[src/hdl/load_unit_consts.svh]
`ifndef LOAD_UNIT_CONSTS_SVH
`define LOAD_UNIT_CONSTS_SVH

// ----------------------------------------------------------------------
// data path widths
// ----------------------------------------------------------------------

// one integer register, RV64
`define LU_XLEN 64
// Sv39 virtual address
`define LU_VLEN 39
// physical address as seen by the data cache
`define LU_PLEN 56

// ----------------------------------------------------------------------
// data cache and scoreboard widths
// ----------------------------------------------------------------------

// the cache index is exactly the 4 KiB page offset, so it needs no translation
`define LU_INDEX_W 12
// the tag covers the physical address bits above the index
`define LU_TAG_W 44
// id used by the scoreboard to match the result to its instruction
`define LU_TRANS_ID_W 3

`endif

[src/hdl/load_unit_pkg.sv]
`default_nettype none

`include "load_unit_consts.svh"

package load_unit_pkg;

    // ----------------------------------------------------------------------
    // plain vectors with a meaning
    // ----------------------------------------------------------------------
    typedef logic [`LU_XLEN-1:0]       xlen_t;
    typedef logic [`LU_VLEN-1:0]       vaddr_t;
    typedef logic [`LU_PLEN-1:0]       paddr_t;
    typedef logic [`LU_TRANS_ID_W-1:0] trans_id_t;
    typedef logic [`LU_XLEN/8-1:0]     be_t;
    typedef logic [2:0]                byte_off_t;
    typedef logic [`LU_INDEX_W-1:0]    dc_index_t;
    typedef logic [`LU_TAG_W-1:0]      dc_tag_t;

    // integer load flavours, the U variants zero extend
    typedef enum logic [2:0] {LD, LW, LWU, LH, LHU, LB, LBU} load_op_e;

    // ----------------------------------------------------------------------
    // structs that travel between units
    // ----------------------------------------------------------------------

    // incoming load request, held by the issue stage until it is popped
    typedef struct packed {
        vaddr_t    vaddr;
        trans_id_t trans_id;
        be_t       be;
        load_op_e  op;
    } load_ctrl_t;

    typedef struct packed {
        logic  valid;
        xlen_t cause;
        xlen_t tval;
    } load_ex_t;

    // request towards the data cache, the index goes first and the tag follows
    typedef struct packed {
        logic      data_req;
        dc_index_t address_index;
        dc_tag_t   address_tag;
        be_t       data_be;
        logic [1:0] data_size;
        logic      kill_req;
        logic      tag_valid;
    } dcache_req_t;

    typedef struct packed {
        logic  data_gnt;
        logic  data_rvalid;
        xlen_t data_rdata;
    } dcache_rsp_t;

    // what has to be remembered about the single outstanding load
    typedef struct packed {
        trans_id_t trans_id;
        byte_off_t byte_off;
        load_op_e  op;
    } load_entry_t;

    // retire decisions taken by the request FSM, consumed by the formatter
    typedef struct packed {
        logic capture;
        logic data_valid;
        logic ex_valid;
        logic ex_from_input;
    } retire_ctrl_t;

    // size code for the cache: byte 0, half 1, word 2, double 3
    function automatic logic [1:0] transfer_size(load_op_e op);
        case (op)
            LD:       return 2'b11;
            LW, LWU:  return 2'b10;
            LH, LHU:  return 2'b01;
            default:  return 2'b00;
        endcase
    endfunction

endpackage

`default_nettype wire

[src/hdl/load_request_fsm.sv]
`default_nettype none

`include "load_unit_consts.svh"

module load_request_fsm import load_unit_pkg::*; (
    input  wire logic         clk_i,
    input  wire logic         rst_ni,
    input  wire logic         flush_i,
    input  wire logic         valid_i,
    input  load_ctrl_t        load_ctrl_i,
    input  paddr_t            paddr_i,
    input  wire logic         ex_valid_i,
    input  wire logic         dtlb_hit_i,
    input  wire logic         page_offset_matches_i,
    input  dcache_rsp_t       dcache_rsp_i,
    output dcache_req_t       dcache_req_o,
    output logic              translation_req_o,
    output logic              pop_ld_o,
    output retire_ctrl_t      retire_o
);

    typedef enum logic [2:0] {
        IDLE,
        WAIT_GNT,
        SEND_TAG,
        WAIT_PAGE_OFFSET,
        ABORT_TRANSACTION,
        WAIT_TRANSLATION,
        WAIT_FLUSH
    } lu_state_e;

    lu_state_e state_d, state_q;

    // ----------------------------------------------------------------------
    // request control
    // ----------------------------------------------------------------------
    always_comb begin : p_request
        state_d           = state_q;
        translation_req_o = 1'b0;
        pop_ld_o          = 1'b0;

        // the index is untranslated, so it can go out with the request
        dcache_req_o.address_index = load_ctrl_i.vaddr[`LU_INDEX_W-1:0];
        // the tag comes from the translation answered in the grant cycle
        dcache_req_o.address_tag   = paddr_i[`LU_INDEX_W+`LU_TAG_W-1:`LU_INDEX_W];
        dcache_req_o.data_be       = load_ctrl_i.be;
        dcache_req_o.data_size     = transfer_size(load_ctrl_i.op);
        dcache_req_o.data_req      = 1'b0;
        dcache_req_o.kill_req      = 1'b0;
        dcache_req_o.tag_valid     = 1'b0;

        case (state_q)
            // SEND_TAG finishes the previous load and can start the next one
            // in the same cycle, so both states share the start path
            IDLE, SEND_TAG: begin
                if (state_q == SEND_TAG) begin
                    dcache_req_o.tag_valid = 1'b1;
                    // an exception in the tag cycle cancels the outstanding access
                    dcache_req_o.kill_req  = ex_valid_i;
                    state_d                = IDLE;
                end
                if (valid_i) begin
                    // translation starts before the store check has settled
                    translation_req_o = 1'b1;
                    if (page_offset_matches_i) begin
                        // a pending store may alias this load, hold off the cache
                        state_d = WAIT_PAGE_OFFSET;
                    end else begin
                        dcache_req_o.data_req = 1'b1;
                        if (!dcache_rsp_i.data_gnt) begin
                            state_d = WAIT_GNT;
                        end else if (dtlb_hit_i) begin
                            // tag goes out in the next cycle
                            state_d  = SEND_TAG;
                            pop_ld_o = 1'b1;
                        end else begin
                            state_d = ABORT_TRANSACTION;
                        end
                    end
                end
            end

            WAIT_PAGE_OFFSET: begin
                // request again once the store no longer matches
                if (!page_offset_matches_i) begin
                    state_d = WAIT_GNT;
                end
            end

            WAIT_GNT: begin
                translation_req_o     = 1'b1;
                dcache_req_o.data_req = 1'b1;
                if (dcache_rsp_i.data_gnt) begin
                    if (dtlb_hit_i) begin
                        state_d  = SEND_TAG;
                        pop_ld_o = 1'b1;
                    end else begin
                        state_d = ABORT_TRANSACTION;
                    end
                end
            end

            // the index was granted but no tag exists yet, so release the
            // cache so that the page table walker can get through
            ABORT_TRANSACTION: begin
                dcache_req_o.kill_req  = 1'b1;
                dcache_req_o.tag_valid = 1'b1;
                state_d                = WAIT_TRANSLATION;
            end

            WAIT_TRANSLATION: begin
                translation_req_o = 1'b1;
                if (dtlb_hit_i) begin
                    state_d = WAIT_GNT;
                end
            end

            WAIT_FLUSH: begin
                // kill whatever may still be pending in the cache
                dcache_req_o.kill_req  = 1'b1;
                dcache_req_o.tag_valid = 1'b1;
                state_d                = IDLE;
            end

            default: state_d = IDLE;
        endcase

        // a request that carries an exception never reaches the cache.
        // an rvalid in this cycle wins and the exception retires later
        if (valid_i && ex_valid_i) begin
            state_d = IDLE;
            if (!dcache_rsp_i.data_rvalid) begin
                pop_ld_o = 1'b1;
            end
        end

        if (flush_i) begin
            state_d = WAIT_FLUSH;
        end
    end

    // ----------------------------------------------------------------------
    // retire decisions
    // ----------------------------------------------------------------------
    always_comb begin : p_retire
        retire_o.capture       = pop_ld_o && !ex_valid_i;
        retire_o.ex_from_input = valid_i && ex_valid_i && !dcache_rsp_i.data_rvalid;
        // responses during a flush or a kill belong to a cancelled load
        retire_o.data_valid    = dcache_rsp_i.data_rvalid && (state_q != WAIT_FLUSH) &&
                                 !dcache_req_o.kill_req;
        // the exception of the outstanding load shows up in its tag cycle
        retire_o.ex_valid      = retire_o.ex_from_input ||
                                 (dcache_rsp_i.data_rvalid && ex_valid_i &&
                                  (state_q == SEND_TAG));
    end

    always_ff @(posedge clk_i or negedge rst_ni) begin
        if (!rst_ni) begin
            state_q <= IDLE;
        end else begin
            state_q <= state_d;
        end
    end

    // a load leaves the issue stage only while the issue stage still offers it,
    // and only with a granted, translated access or as an exception
    a_pop_cause: assert property (@(posedge clk_i) disable iff (!rst_ni)
        pop_ld_o |-> valid_i && ((dcache_rsp_i.data_gnt && dtlb_hit_i) || ex_valid_i))
        else $error("load popped without a request, or without grant and TLB hit");

endmodule

`default_nettype wire

[src/hdl/load_result_format.sv]
`default_nettype none

`include "load_unit_consts.svh"

module load_result_format import load_unit_pkg::*; (
    input  wire logic     clk_i,
    input  wire logic     rst_ni,
    input  load_ctrl_t    load_ctrl_i,
    input  retire_ctrl_t  retire_i,
    input  xlen_t         rdata_i,
    output logic          valid_o,
    output logic          ex_valid_o,
    output trans_id_t     trans_id_o,
    output xlen_t         result_o
);

    load_entry_t entry_q;
    byte_off_t   off_in;
    byte_off_t   sign_idx_d, sign_idx_q;
    logic        signed_d, signed_q;
    logic [`LU_XLEN/8-1:0] sign_bits;
    logic        sign_bit;
    xlen_t       shifted_data;

    assign off_in = load_ctrl_i.vaddr[2:0];

    // ----------------------------------------------------------------------
    // entry capture and early sign selection
    // ----------------------------------------------------------------------

    // the byte holding the sign is known at pop time, so only a single
    // bit mux remains behind the cache read data
    assign signed_d   = load_ctrl_i.op inside {LW, LH, LB};
    assign sign_idx_d = (load_ctrl_i.op inside {LW, LWU}) ? byte_off_t'(off_in + 3'd3) :
                        (load_ctrl_i.op inside {LH, LHU}) ? byte_off_t'(off_in + 3'd1) :
                                                            off_in;

    always_ff @(posedge clk_i or negedge rst_ni) begin
        if (!rst_ni) begin
            entry_q    <= '0;
            sign_idx_q <= '0;
            signed_q   <= 1'b0;
        end else if (retire_i.capture) begin
            entry_q    <= '{trans_id: load_ctrl_i.trans_id, byte_off: off_in, op: load_ctrl_i.op};
            sign_idx_q <= sign_idx_d;
            signed_q   <= signed_d;
        end
    end

    // ----------------------------------------------------------------------
    // realignment and extension
    // ----------------------------------------------------------------------
    assign shifted_data = rdata_i >> {entry_q.byte_off, 3'b000};

    // top bit of every byte lane, one of these is the sign
    for (genvar i = 0; i < `LU_XLEN/8; i++) begin : gen_sign_bits
        assign sign_bits[i] = rdata_i[(i+1)*8-1];
    end

    // forced to zero for the unsigned loads
    assign sign_bit = signed_q & sign_bits[sign_idx_q];

    always_comb begin
        unique case (entry_q.op)
            LW, LWU: result_o = {{(`LU_XLEN-32){sign_bit}}, shifted_data[31:0]};
            LH, LHU: result_o = {{(`LU_XLEN-16){sign_bit}}, shifted_data[15:0]};
            LB, LBU: result_o = {{(`LU_XLEN-8){sign_bit}}, shifted_data[7:0]};
            default: result_o = shifted_data;
        endcase
    end

    // ----------------------------------------------------------------------
    // retire outputs
    // ----------------------------------------------------------------------
    assign valid_o    = retire_i.data_valid | retire_i.ex_valid;
    assign ex_valid_o = retire_i.ex_valid;
    // an exception on the incoming request carries its own id
    assign trans_id_o = retire_i.ex_from_input ? load_ctrl_i.trans_id : entry_q.trans_id;

    // misaligned accesses must have been trapped before they got here
    a_word_off: assert property (@(posedge clk_i) disable iff (!rst_ni)
        retire_i.capture && (load_ctrl_i.op inside {LW, LWU}) |-> off_in < 3'd5)
        else $error("word load crosses the data word");
    a_half_off: assert property (@(posedge clk_i) disable iff (!rst_ni)
        retire_i.capture && (load_ctrl_i.op inside {LH, LHU}) |-> off_in < 3'd7)
        else $error("half load crosses the data word");
    a_double_off: assert property (@(posedge clk_i) disable iff (!rst_ni)
        retire_i.capture && (load_ctrl_i.op == LD) |-> off_in == 3'd0)
        else $error("double load is not aligned");

endmodule

`default_nettype wire

[src/hdl/load_unit.sv]
`default_nettype none

module load_unit import load_unit_pkg::*; (
    input  wire logic     clk_i,
    input  wire logic     rst_ni,
    input  wire logic     flush_i,
    // request from issue
    input  wire logic     valid_i,
    input  load_ctrl_t    load_ctrl_i,
    output logic          pop_ld_o,
    // result towards writeback
    output logic          valid_o,
    output trans_id_t     trans_id_o,
    output xlen_t         result_o,
    output load_ex_t      ex_o,
    // address translation
    output logic          translation_req_o,
    output vaddr_t        vaddr_o,
    input  paddr_t        paddr_i,
    input  load_ex_t      ex_i,
    input  wire logic     dtlb_hit_i,
    // store alias check
    input  wire logic     page_offset_matches_i,
    // data cache
    input  dcache_rsp_t   dcache_rsp_i,
    output dcache_req_t   dcache_req_o
);

    retire_ctrl_t retire;

    // the translator sees the request address directly
    assign vaddr_o = load_ctrl_i.vaddr;

    // cause and tval pass straight through, only valid is decided here
    assign ex_o.cause = ex_i.cause;
    assign ex_o.tval  = ex_i.tval;

    load_request_fsm u_request_fsm (
        .clk_i                 (clk_i),
        .rst_ni                (rst_ni),
        .flush_i               (flush_i),
        .valid_i               (valid_i),
        .load_ctrl_i           (load_ctrl_i),
        .paddr_i               (paddr_i),
        .ex_valid_i            (ex_i.valid),
        .dtlb_hit_i            (dtlb_hit_i),
        .page_offset_matches_i (page_offset_matches_i),
        .dcache_rsp_i          (dcache_rsp_i),
        .dcache_req_o          (dcache_req_o),
        .translation_req_o     (translation_req_o),
        .pop_ld_o              (pop_ld_o),
        .retire_o              (retire)
    );

    load_result_format u_result_format (
        .clk_i       (clk_i),
        .rst_ni      (rst_ni),
        .load_ctrl_i (load_ctrl_i),
        .retire_i    (retire),
        .rdata_i     (dcache_rsp_i.data_rdata),
        .valid_o     (valid_o),
        .ex_valid_o  (ex_o.valid),
        .trans_id_o  (trans_id_o),
        .result_o    (result_o)
    );

endmodule

`default_nettype wire

[config.mk]
export PLATFORM = sky130hd
export DESIGN_NAME = load_unit
export DESIGN_NICKNAME = d
export VERILOG_FILES = /design/src/hdl/load_unit_pkg.sv /design/src/hdl/load_request_fsm.sv /design/src/hdl/load_result_format.sv /design/src/hdl/load_unit.sv
export VERILOG_INCLUDE_DIRS = /design/src /design/src/hdl
export SDC_FILE = /design/constraint.sdc
export NUM_CORES = 1
export LEC_CHECK = 0
export ABC_AREA = 1
export BUFFER_PORTS_ARGS = -buffer_cell sky130_fd_sc_hd__buf_2
export CORE_AREA = 5 5 234 236
export CTS_CLUSTER_SIZE = 25
export DETAILED_ROUTE_END_ITERATION = 7
export DIE_AREA = 0 0 239 241
export PLACE_DENSITY = 0.33
export SLEW_MARGIN = 15
export SYNTH_ARGS = -nofsm -noshare
export SYNTH_HDL_FRONTEND = slang
export SYNTH_SLANG_ARGS = --single-unit
[constraint.sdc]
create_clock -name clk_i -period 1.9 [get_ports clk_i]
set_input_delay 0 -clock clk_i [delete_from_list [all_inputs] [get_ports clk_i]]
set_output_delay 0 -clock clk_i [all_outputs]
set_load 0.03 [all_outputs]
Yosys cells after proc, flatten, opt, wreduce, memory -nomap -nowiden
Index checks and enable logic that the tools add are counted.

Shift operators: 1. Equal/unequal tests: 22. Mux-type cells: 32. $lt $le $gt $ge: 1. Bitwise logic cells: 2. Reduce and logical (&&, ||, !) cells: 25. Add/sub/neg operators: 2.

Operators by type and width (number): $pmux 64 s3 (1); $shr 64x6->64 (1); $mux 3 (13); $eq 3x3->1 const B (8); $eq 3x2->1 const B (6); $reduce_or 2->1 (8); $pmux 3 s5 (1); $ne 4x3->1 const B (3); $mux 1 (10); $eq 3x1->1 const B (3); $logic_and 1x1->1 (7); $logic_not 3->1 (2); $pmux 1 s2 (3); $pmux 2 s3 (1); $ne 5x3->1 const B (1); $lt 3x4->1 const B (1); $pmux 2 s2 (1); $reduce_and 4->1 (1); $reduce_bool 2->1 (2); $add 3x1->3 const B (1); $add 3x2->3 const B (1); $bmux 1 s3 (1); $logic_not 1->1 (3); $ne 3x3->1 const B (1); 5 further kinds (5).

Output and inout port bits: 307. Flip-flop bits (word level): 16. Logic and storage cells: 91. Input bits: 310.

Logic depth before layout (Yosys ltp)
Gate-level depths: netlist of the first run.

Depth after elaboration: 8. Depth in mapped cells: 10. Gate-level depth less buffers: 9.

Hierarchy
From an unflattened synthesis of the first run, not the netlist that was laid out.

Cells, all modules: 928. Area total of the unflattened synthesis: 5136.2 µm².

By module, submodules not included: load_result_format (sequential area each 325.3 µm², area each 2966.6 µm², times used 1, cells an instance 619); load_unit (sequential area each 0.0 µm², area each 1253.7 µm², times used 1, cells an instance 167); load_request_fsm (sequential area each 75.1 µm², area each 915.9 µm², times used 1, cells an instance 142).

Worst setup path after synthesis of the first run
No wires, ideal clock.

Kind: reg-to-output. Start: reg u_result_format.entry_q[3] in the netlist's numbering. End: out result_o[7]. Setup slack: 179 ps. Data arrival time: 1721 ps. Cell stages (with the launch flop): 7. Data required time: 1900 ps. Path buffers: 3. Cells stage by stage: dfrtp_1 buf_2 buf_6 buf_4 o21ai_0 o21ai_0 o21ai_0.

Word-level cells in the longest chain between the ends: 2.

RTL lines: from (decl) (line load_result_format.sv:17) `load_entry_t entry_q;`; from (signal assigned) (line load_result_format.sv:44) `entry_q <= '{trans_id: load_ctrl_i.trans_id, byte_off: off_in, op: load_ctrl_i.op};`; $shr 64x6->64 (line load_result_format.sv:53) `assign shifted_data = rdata_i >> {entry_q.byte_off, 3'b000};`; $pmux 64 s3 (line load_result_format.sv:64) `unique case (entry_q.op)`; to (decl) (line load_unit.sv:14) `output xlen_t result_o,`.

Every way passes these cells.

Worst setup path after layout of the first run
Start: reg u_result_format.entry_q[1] in the netlist's numbering. End: out result_o[12].

Word-level cells in the longest chain between the ends: 3. Elaborated cells on any way between the ends: 10. Those cells by class: eq/ne (6); mux (1); reduce/logical (3).

RTL lines (line): $eq 3x3->1, or another cell as far along (load_result_format.sv:64); $reduce_or 2->1 (load_result_format.sv:64); $pmux 64 s3 (*) (load_result_format.sv:64).

Mark *: on every way between the ends. The rest lies on a longest branch, timed or not.

==> summary.md, run 1 <==
| Metric | Value |
|---|---|
| Power per Cell Area | 1370 nW/µm² |
| Commonest cells after routing, fill and taps aside | 283 x nand2_1, 103 x buf_2, 61 x nand3_1, 52 x inv_1, 43 x nand2_2 |
| Final period util | 104% |
| Outcome | finished, violations left |
| Final ANT Viol Nets | 0 |
| Total gr overflow | 0 |
| Fin Setup TNS | -640 ps |
| Max-cap violations | 0 |
| Dpl hpwl | around 27000 µm |
| CTS tree | done |
| Area contributors post-synth | buf_4 34%, nand2_1 23%, dfrtp_1 7.6% |
| Fraction of layout instances using a drive strength above 1 | 37.0% |
| CP max FO | 8 |
| H-tree depth | 1 |
| Yosys reg bits | 16 |
| Synthesis-to-layout area growth | 16.7% |
| Fin cells | 1542 |
| Cells after DPL | 1515 |
| P_leak | 3.09 nW |
| Routed Wire Length | between 30000 and 40000 µm |
| CP endpoint kind | output port |
| Register area share after synthesis | 7.62% |
| RSZ-0062 raised after global routing | yes |
| DIE WIDTH | approximately 240 µm |
| Clk buf depth | 2 |
| Min Tclk post-route | between 1500 and 2000 ps |
| Initial Utilization | 10.1% |
| Total GRT Usage | roughly a tenth |
| Root Buffer | clkbuf_16 |
| Layout net count | ~1200 |
| Mapped Area | 5250 µm² |
| Arr. time, crit path | just under 2000 ps |
| Vias in the first global route | 5259 |
| Mapped Cells | 917 |
| Initial antenna violation count | 22 |
| Reg clk slew, reported paths | about 50 ps |
| DP Worst Slack | 98.5 ps |
| Die Ht | roughly 240 µm |
| Synth top area share | about 34% |
| Die area | between 50000 and 60000 µm² |
| Crit path kind | register to output port |
| Synth cell types | 30 |
| Drt via density | 3.53 |
| DRT Pass-1 Iters | 5 |
| Hold Vio Cnt, Final | 0 |
| Syn_nets | 1229 |
| Global-route wire length before repair | 41400 µm |
| DRC violations left | 0 |
| Num rows | 84 |
| Worst Clk Skew | about 5.3 ps |
| Clock latency on the worst-skew pair | 250 ps |
| HP Class | primary input to output port |
| Port bufs | 163 |
| Tot Pwr | 0.00842 W |
| GP Congestion | 0.823 |
| Max-slew violations | 0 |
| Critical path required time | 1900 ps |
| CP Launch Type | register |
| CTS buffer count | 3 |
| Vias | 5448 |
| Worst-margin pin slew | 479 ps |
| Largest area contributor in the netlist | buf_4 |
| Fmax | 506 MHz |
| Peak supply drop | between 0.5 and 0.6 mV |
| Most common cell after layout, fill and taps aside | nand2_1 |
| Final setup vio count | 18 |
| Initial DRC count | 317 |
| Mapped Avg Cell Area | 5.73 µm² |
| Max-slew headroom | about 70% |
| Worst setup margin | -76.9 ps |
| Core footprint | between 50000 and 60000 µm² |
| WL per Instance | 21.2 µm |
| Utilization after layout | between 10% and 20% |
| Largest net degree at the start of global routing | between 50 and 60 |
| IO Pins | 617 |
| Yosys warns | 0 |
| Num Clock Sinks | 16 |
| Failing checks | setup timing |
Yosys cell counts, drive strengths merged:
cell    number
nand2      339
buf        266
o21ai       70
nand3       68
inv         58
nor2        37
o211ai      17
dfrtp       16
a21oi       10
clkbuf       9
or2          7
mux2i        5
and2         4
nand4        4
a21boi       2
ha           2
xor2         2
xnor2        1
worst max-delay path, cell delays in order (launching register included):
cell and delay (ps):
dfrtp_1 390, or2_4 290, nand3_4 80, buf_4 130
buf_6 150, inv_1 80, nand3_1 140, buf_6 180
nand2_2 90, buf_4 170
cells by family after synthesis:
kind of cell               Yosys count  share of synthesized area (%)
and+or+nand+nor                    459                           37.3
buffers and inverters              333                           42.1
AOI/OAI and AO/OA                   99                           11.0
DFF                                 16                           7.62
muxes                                5                          0.953
xor gates and xnor gates             3                          0.500
adders and majority gates            2                          0.476
power by group:
| part | total [W] | leakage, nW | internal, W | switching, W |
|---|---|---|---|---|
| logic | 0.00738 | 2.85 | 0.00263 | 0.00475 |
| clock network | 0.000472 | 0.0442 | 0.000321 | 0.000151 |
| registers | 0.000570 | 0.195 | 0.000428 | 0.000141 |
area by class of cell:
type / instances / area (µm²)
fillers: 6165 / 46100
multi-input cells: 569 / 2890
repair buffers: 200 / 1640
well taps: 688 / 861
flip-flops and latches: 16 / 405
inverters: 58 / 225
clock buffers: 4 / 88.8
diodes: 7 / 17.5
through the flow:
step | hold WS, ps | instance area [µm²]
finish | 0.0116 | 6130
global placement | -36.0 | 5220
floorplan | -296 | 5250
global route | 0.0434 | 6120
detailed placement | -28.3 | 5220
CTS | 0.205 | 5450
final timing paths:
path	depth (start not counted)	end	start	slack (ps)
worst max-delay path	9	result_o[12]	u_result_format.entry_q[1]	-80
worst min-delay path	0	ex_o[105]	ex_i[105]	0.01
worst max register to register	8	u_result_format.entry_q[0]	u_request_fsm.state_q[2]	290
worst min register to register	2	u_result_format.entry_q[8]	u_result_format.entry_q[8]	490
max in group asynchronous	2	u_result_format.entry_q[4]	rst_ni	1340
min in group asynchronous	2	u_result_format.signed_q	rst_ni	220
repair_timing:
item	in CTS	in global routing
resized for setup	61	170
endpoints found under the hold margin	16	0
cloned	0	7
pin swaps	4	3
setup buffers	0	8
hold buffers	1	0
endpoints found under the setup margin	45	63
state kept, by name (all words and copies together), names as in the netlist:
name and count:
u_result_format.entry_q 9, u_request_fsm.state_q 3, u_result_format.sign_idx_q 3, u_result_format.signed_q 1
per-layer routing:
metal / GRT usage [%] / share of wire [%]
met1: 9.61 / 34
met2: 17.9 / 48
met3: 5.67 / 13
met4: 4.01 / 4.1
met5: 0 / 0.35
Note: power is estimated with default switching activity, not from simulation.
==> inputs of run 2 (changes only) <==
--- a/config.mk
+++ b/config.mk
@@ -17,3 +17,4 @@
 export SYNTH_ARGS = -nofsm -noshare
 export SYNTH_HDL_FRONTEND = slang
 export SYNTH_SLANG_ARGS = --single-unit
+export TNS_END_PERCENT = 10
==> summary.md, run 2 (same netlist as run 1, synthesis figures left out) <==
| Metric | Value |
|---|---|
| DRC violations left | 0 |
| Clk buf depth | 2 |
| R2r setup slk | 290 ps |
| Critical path's slowest cell | dfrtp_2 |
| WL per Instance | 20.6 µm |
| Initial Utilization | 10.1% |
| Max-cap violations | 0 |
| Final period util | 105% |
| CP Depth | 8 |
| Port bufs | 163 |
| Sw frac | 63.7% |
| Crit path kind | register to output port |
| Num Clock Sinks | 16 |
| GP Congestion | 0.823 |
| Max-slew headroom | between 70% and 80% |
| Vias in the first global route | roughly 5300 |
| Root Buffer | clkbuf_16 |
| End of the critical path | result_o[12] |
| H-tree depth | 1 |
| Die area | 57600 µm² |
| WHS | 0.0116 ps |
| Reg with most FFs | u_result_format.entry_q |
| Internal power | ~0.0026 W |
| Synthesis-to-layout area growth | 5.07% |
| Outcome | finished, violations left |
| Fin Setup TNS | -467 ps |
| Worst-margin pin slew | roughly 440 ps |
| Reg clk slew, reported paths | roughly 60 ps |
| Crit-path max cell delay | 500 ps |
| Power per Cell Area | 1310 nW/µm² |
| Max-slew violations | 0 |
| CP endpoint kind | output port |
| Failing checks | setup timing |
| Clock latency on the worst-skew pair | 250 ps |
| Largest registers | u_result_format.entry_q (9), u_request_fsm.state_q (3), u_result_format.sign_idx_q (3) |
| Sequential share of power | 7.6% |
| Largest net degree at the start of global routing | 57 |
| Tot Pwr | 0.00724 W |
| Cell mode on critical path | nand2_1 |
| Most common cell after layout, fill and taps aside | nand2_1 |
| Fraction of layout instances using a drive strength above 1 | 30.1% |
| CP max FO | 11 |
| HP Class | primary input to output port |
| Clock power frac | roughly 6.5% |
| Multi-input combinational cell area | 2690 µm² |
| Initial DRC count | 263 |
| Layout fillers | 6196 |
| Combinational fraction of design power | 85.8% |
| Worst setup margin | -89.5 ps |
| Crit path launch | u_result_format.entry_q[3] |
| Num rows | 84 |
| Max reg flops | 9 |
| DRT Pass-1 Iters | 5 |
| Delay-heaviest family, CP | buffers and inverters |
| Initial antenna violation count | 22 |
| Worst Clk Skew | 4.00 ps |
| Total GRT Usage | 10.0% |
| Reg2reg start | u_request_fsm.state_q[2] |
| Critical path required time | 1900 ps |
| Vias | 5347 |
| RSZ-0062 raised after global routing | yes |
| Layout net count | around 1100 |
| Final ANT Viol Nets | 0 |
| Final setup vio count | 12 |
| Arr. time, crit path | just under 2000 ps |
| P_leak | 2.92 nW |
| Commonest cells after routing, fill and taps aside | 320 x nand2_1, 146 x buf_2, 61 x nand3_1, 53 x inv_1, 42 x o21ai_0 |
| Total gr overflow | 0 |
| R2R depth | 8 |
| CTS tree | done |
| DIE WIDTH | ~240 µm |
| Reg-to-Reg End | u_result_format.entry_q[0] |
| P_sw | 0.00462 W |
| Worst hold stages | 0 |
| Register Area | 403 µm² |
| CTS buffer count | 3 |
| Global-route wire length before repair | 41400 µm |
| Min Tclk post-route | approximately 2000 ps |
| CP Cell Sequence | buf_4, clkbuf_16, nand2_1, o21ai_0, o211ai_1, nand2_1, nand2_1, buf_2 |
| Peak supply drop | 0.419 mV |
| Worst path bufs/invs | 3 |
| Dpl hpwl | ~27000 µm |
| Utilization after layout | 10.6% |
| Drt via density | 3.49 |
| IO Pins | 617 |
| Fmax | 503 MHz |
| Routed Wire Length | 31600 µm |
| Die Ht | 241 µm |
| Core footprint | 52200 µm² |
| Hold Vio Cnt, Final | 0 |
| CP Launch Type | register |
[run 2: timing repair]
| item | in CTS | in global routing |
|---|---|---|
| resized for setup | 15 | 50 |
| pin swaps | 0 | 2 |
| endpoints found under the setup margin | 45 | 64 |
| hold buffers | 1 | 0 |
| setup buffers | 0 | 1 |
| endpoints found under the hold margin | 16 | 0 |
| cloned | 0 | 2 |
[run 2: metal layers]
metal	vias up	wire, µm	track usage [%]
met5	-	117	0
met2	384	15300	18.0
met4	18	1320	4.01
met3	104	4140	5.59
li1	2478	-	-
met1	2363	10700	9.61
[run 2: how the worst min path moves through the flow]
stage,start,endpoint
CTS,paddr_i[14],dcache_req_o[14]
detailed placement,rst_ni,u_result_format.signed_q
finish,ex_i[105],ex_o[105]
global route,ex_i[67],ex_o[67]
global placement,rst_ni,u_result_format.signed_q
floorplan,rst_ni,u_request_fsm.state_q[0]
[run 2: area by class of cell]
class | count | area share (%)
diodes | 7 | 0.317
flip-flops and latches | 16 | 7.30
clock buffers | 4 | 1.61
well taps | 688 | 15.6
inverters | 58 | 3.99
multi-input cells | 568 | 48.7
repair buffers | 189 | 22.5
[run 2: power groups by stage]
| stage | logic [W] | clock network (W) | registers [W] |
|---|---|---|---|
| final | 0.00622 | 0.000474 | 0.000552 |
| after CTS | 0.00617 | 0.000486 | 0.000545 |
| after global routing | 0.00682 | 0.000504 | 0.000569 |
| after global placement | 0.00609 | 0 | 0.000549 |
| after floorplan | 0.00474 | 0 | 0.000492 |
| after detailed placement | 0.00609 | 0 | 0.000550 |
[run 2: through the flow]
stage	setup slack, ps	std cells	cell area [µm²]
finish	-89.5	1530	5520
global route	-167	1526	5510
CTS	-93.4	1520	5340
floorplan	179	917	5250
detailed placement	98.5	1515	5220
global placement	105	1515	5220
==> inputs of run 3 (changes only) <==
==> constraint.sdc (replaced) <==
create_clock -name clk_i -period 1.9 [get_ports clk_i]
set_input_delay 0.19 -clock clk_i [delete_from_list [all_inputs] [get_ports clk_i]]
set_output_delay 0.19 -clock clk_i [all_outputs]
set_load 0.03 [all_outputs]
==> summary.md, run 3 (same netlist as run 1, synthesis figures left out) <==
| Metric | Value |
|---|---|
| Arr. time, crit path | 1860 ps |
| Fraction of layout instances using a drive strength above 1 | 42.8% |
| CTS tree | done |
| DRT Pass-1 Iters | 4 |
| IO Pins | 617 |
| Final setup vio count | 63 |
| Critical path required time | around 1700 ps |
| Total gr overflow | 0 |
| DP Worst Slack | -200 ps |
| Reg clk slew, reported paths | 60 ps |
| Root Buffer | clkbuf_16 |
| Multi-input combinational cell area | 3080 µm² |
| RSZ-0062 raised after global routing | yes |
| Dpl hpwl | 26800 µm |
| Drt via density | 3.53 |
| Fmax | 487 MHz |
| Outcome | finished, violations left |
| Routed Wire Length | 31800 µm |
| CP endpoint kind | output port |
| Utilization after layout | 12.5% |
| Die Ht | 241 µm |
| CP max FO | 22 |
| Tot Pwr | slightly below 0.009 W |
| Worst Clk Skew | 8.47 ps |
| Layout fillers | a little over 6000 |
| Crit path kind | register to output port |
| Reg with most FFs | u_result_format.entry_q |
| Fin Setup TNS | -4710 ps |
| Max-slew violations | 0 |
| Final ANT Viol Nets | 0 |
| Max-slew headroom | between 70% and 80% |
| Synthesis-to-layout area growth | 24.1% |
| P_leak | 3.26 nW |
| WHS | between 150 and 200 ps |
| Worst setup margin | -153 ps |
| Peak supply drop | 0.419 mV |
| Total GRT Usage | slightly above 10% |
| Num rows | 84 |
| WL per Instance | slightly above 20 µm |
| HP Class | primary input to register |
| DIE WIDTH | between 200 and 250 µm |
| CP Launch Type | register |
| Clock latency on the worst-skew pair | 250 ps |
| Vias in the first global route | 5565 |
| Worst-margin pin slew | 414 ps |
| Hold Vio Cnt, Final | 0 |
| Largest registers | u_result_format.entry_q (9), u_request_fsm.state_q (3), u_result_format.sign_idx_q (3) |
| Clk buf depth | 2 |
| Die area | 57600 µm² |
| H-tree depth | 1 |
| Global-route wire length before repair | 41900 µm |
| Initial DRC count | 211 |
| GP Congestion | slightly above 0.8 |
| Register Area | 408 µm² |
| Power per Cell Area | approximately 1400 nW/µm² |
| Worst hold stages | 3 |
| CTS buffer count | 3 |
| Max reg flops | 9 |
| Commonest cells after routing, fill and taps aside | 267 x nand2_1, 99 x buf_2, 61 x buf_6, 57 x nand2_2 |
| Max-cap violations | 0 |
| Initial Utilization | 10.1% |
| Port bufs | about 160 |
| Initial antenna violation count | 24 |
| Final period util | 108% |
| Vias | 5484 |
| Core footprint | roughly 52000 µm² |
| Failing checks | setup timing |
| DRC violations left | 0 |
| Largest net degree at the start of global routing | 58 |
| Min Tclk post-route | 2050 ps |
| Layout net count | 1175 |
| Num Clock Sinks | 16 |
| R2R depth | 8 |
| Most common cell after layout, fill and taps aside | nand2_1 |
==> run 3: changes by cell type in the layout (fill, tap and decap cells not counted), sizes merged <==
cell    before  now
buf        178  210
clkbuf      14    9
diode        7    4
==> run 3: path summary, 6_finish.rpt <==
kind,startpoint,end,slack [ps]
max,u_result_format.entry_q[3],result_o[19],-150
min,load_ctrl_i[11],u_result_format.entry_q[6],200
max reg2reg,u_request_fsm.state_q[2],u_result_format.entry_q[0],360
min reg2reg,u_result_format.entry_q[8],u_result_format.entry_q[8],490
max in group asynchronous,rst_ni,u_result_format.entry_q[4],1170
min in group asynchronous,rst_ni,u_result_format.entry_q[7],410
==> run 3: repair_timing <==
item / CTS / global route
gates cloned: 1 / 3
setup buffers: 3 / 8
endpoints found under the setup margin: 64 / 66
endpoints found under the hold margin: 16 / 0
resized for setup: 214 / 101
hold buffers: 1 / 0
pin swaps: 11 / 52
==> run 3: power by group <==
| group | leakage (nW) | switching [W] | internal (W) |
|---|---|---|---|
| clock network | 0.0442 | 0.000145 | 0.000320 |
| logic | 3.03 | 0.00480 | 0.00299 |
| registers | 0.192 | 0.000135 | 0.000431 |
==> run 3: routing by layer <==
metal / vias up / share of wire, % / global-route usage, %
li1: 2529 / - / -
met1: 2418 / 33 / 9.85
met2: 398 / 48 / 18.0
met3: 123 / 14 / 5.53
met4: 16 / 4.8 / 3.68
met5: - / 0.33 / 0
==> run 3: cell type report <==
type                       instances  share of cell area (%)
multi-input combinational        568                    47.3
timing repair buffer             216                    28.3
tap                              688                    13.2
sequential                        16                    6.26
inverter                          58                    3.45
clock buffer                       4                    1.36
antenna                            4                   0.154
==> run 3: metrics by stage <==
step | std cells | area [µm²]
floorplan | 917 | 5250
CTS | 1541 | 6110
global placement | 1532 | 5370
finish | 1554 | 6520
global route | 1550 | 6510
detailed placement | 1532 | 5370
==> run 3: worst max-delay path: stages (launching register included) <==
cell	delay, ps
dfrtp_2	490
buf_4	230
or2_2	310
o21ai_2	70
nand2_1	70
nand3_1	80
nand2_1	60
nand2_1	70
nand2_2	90
buf_6	150
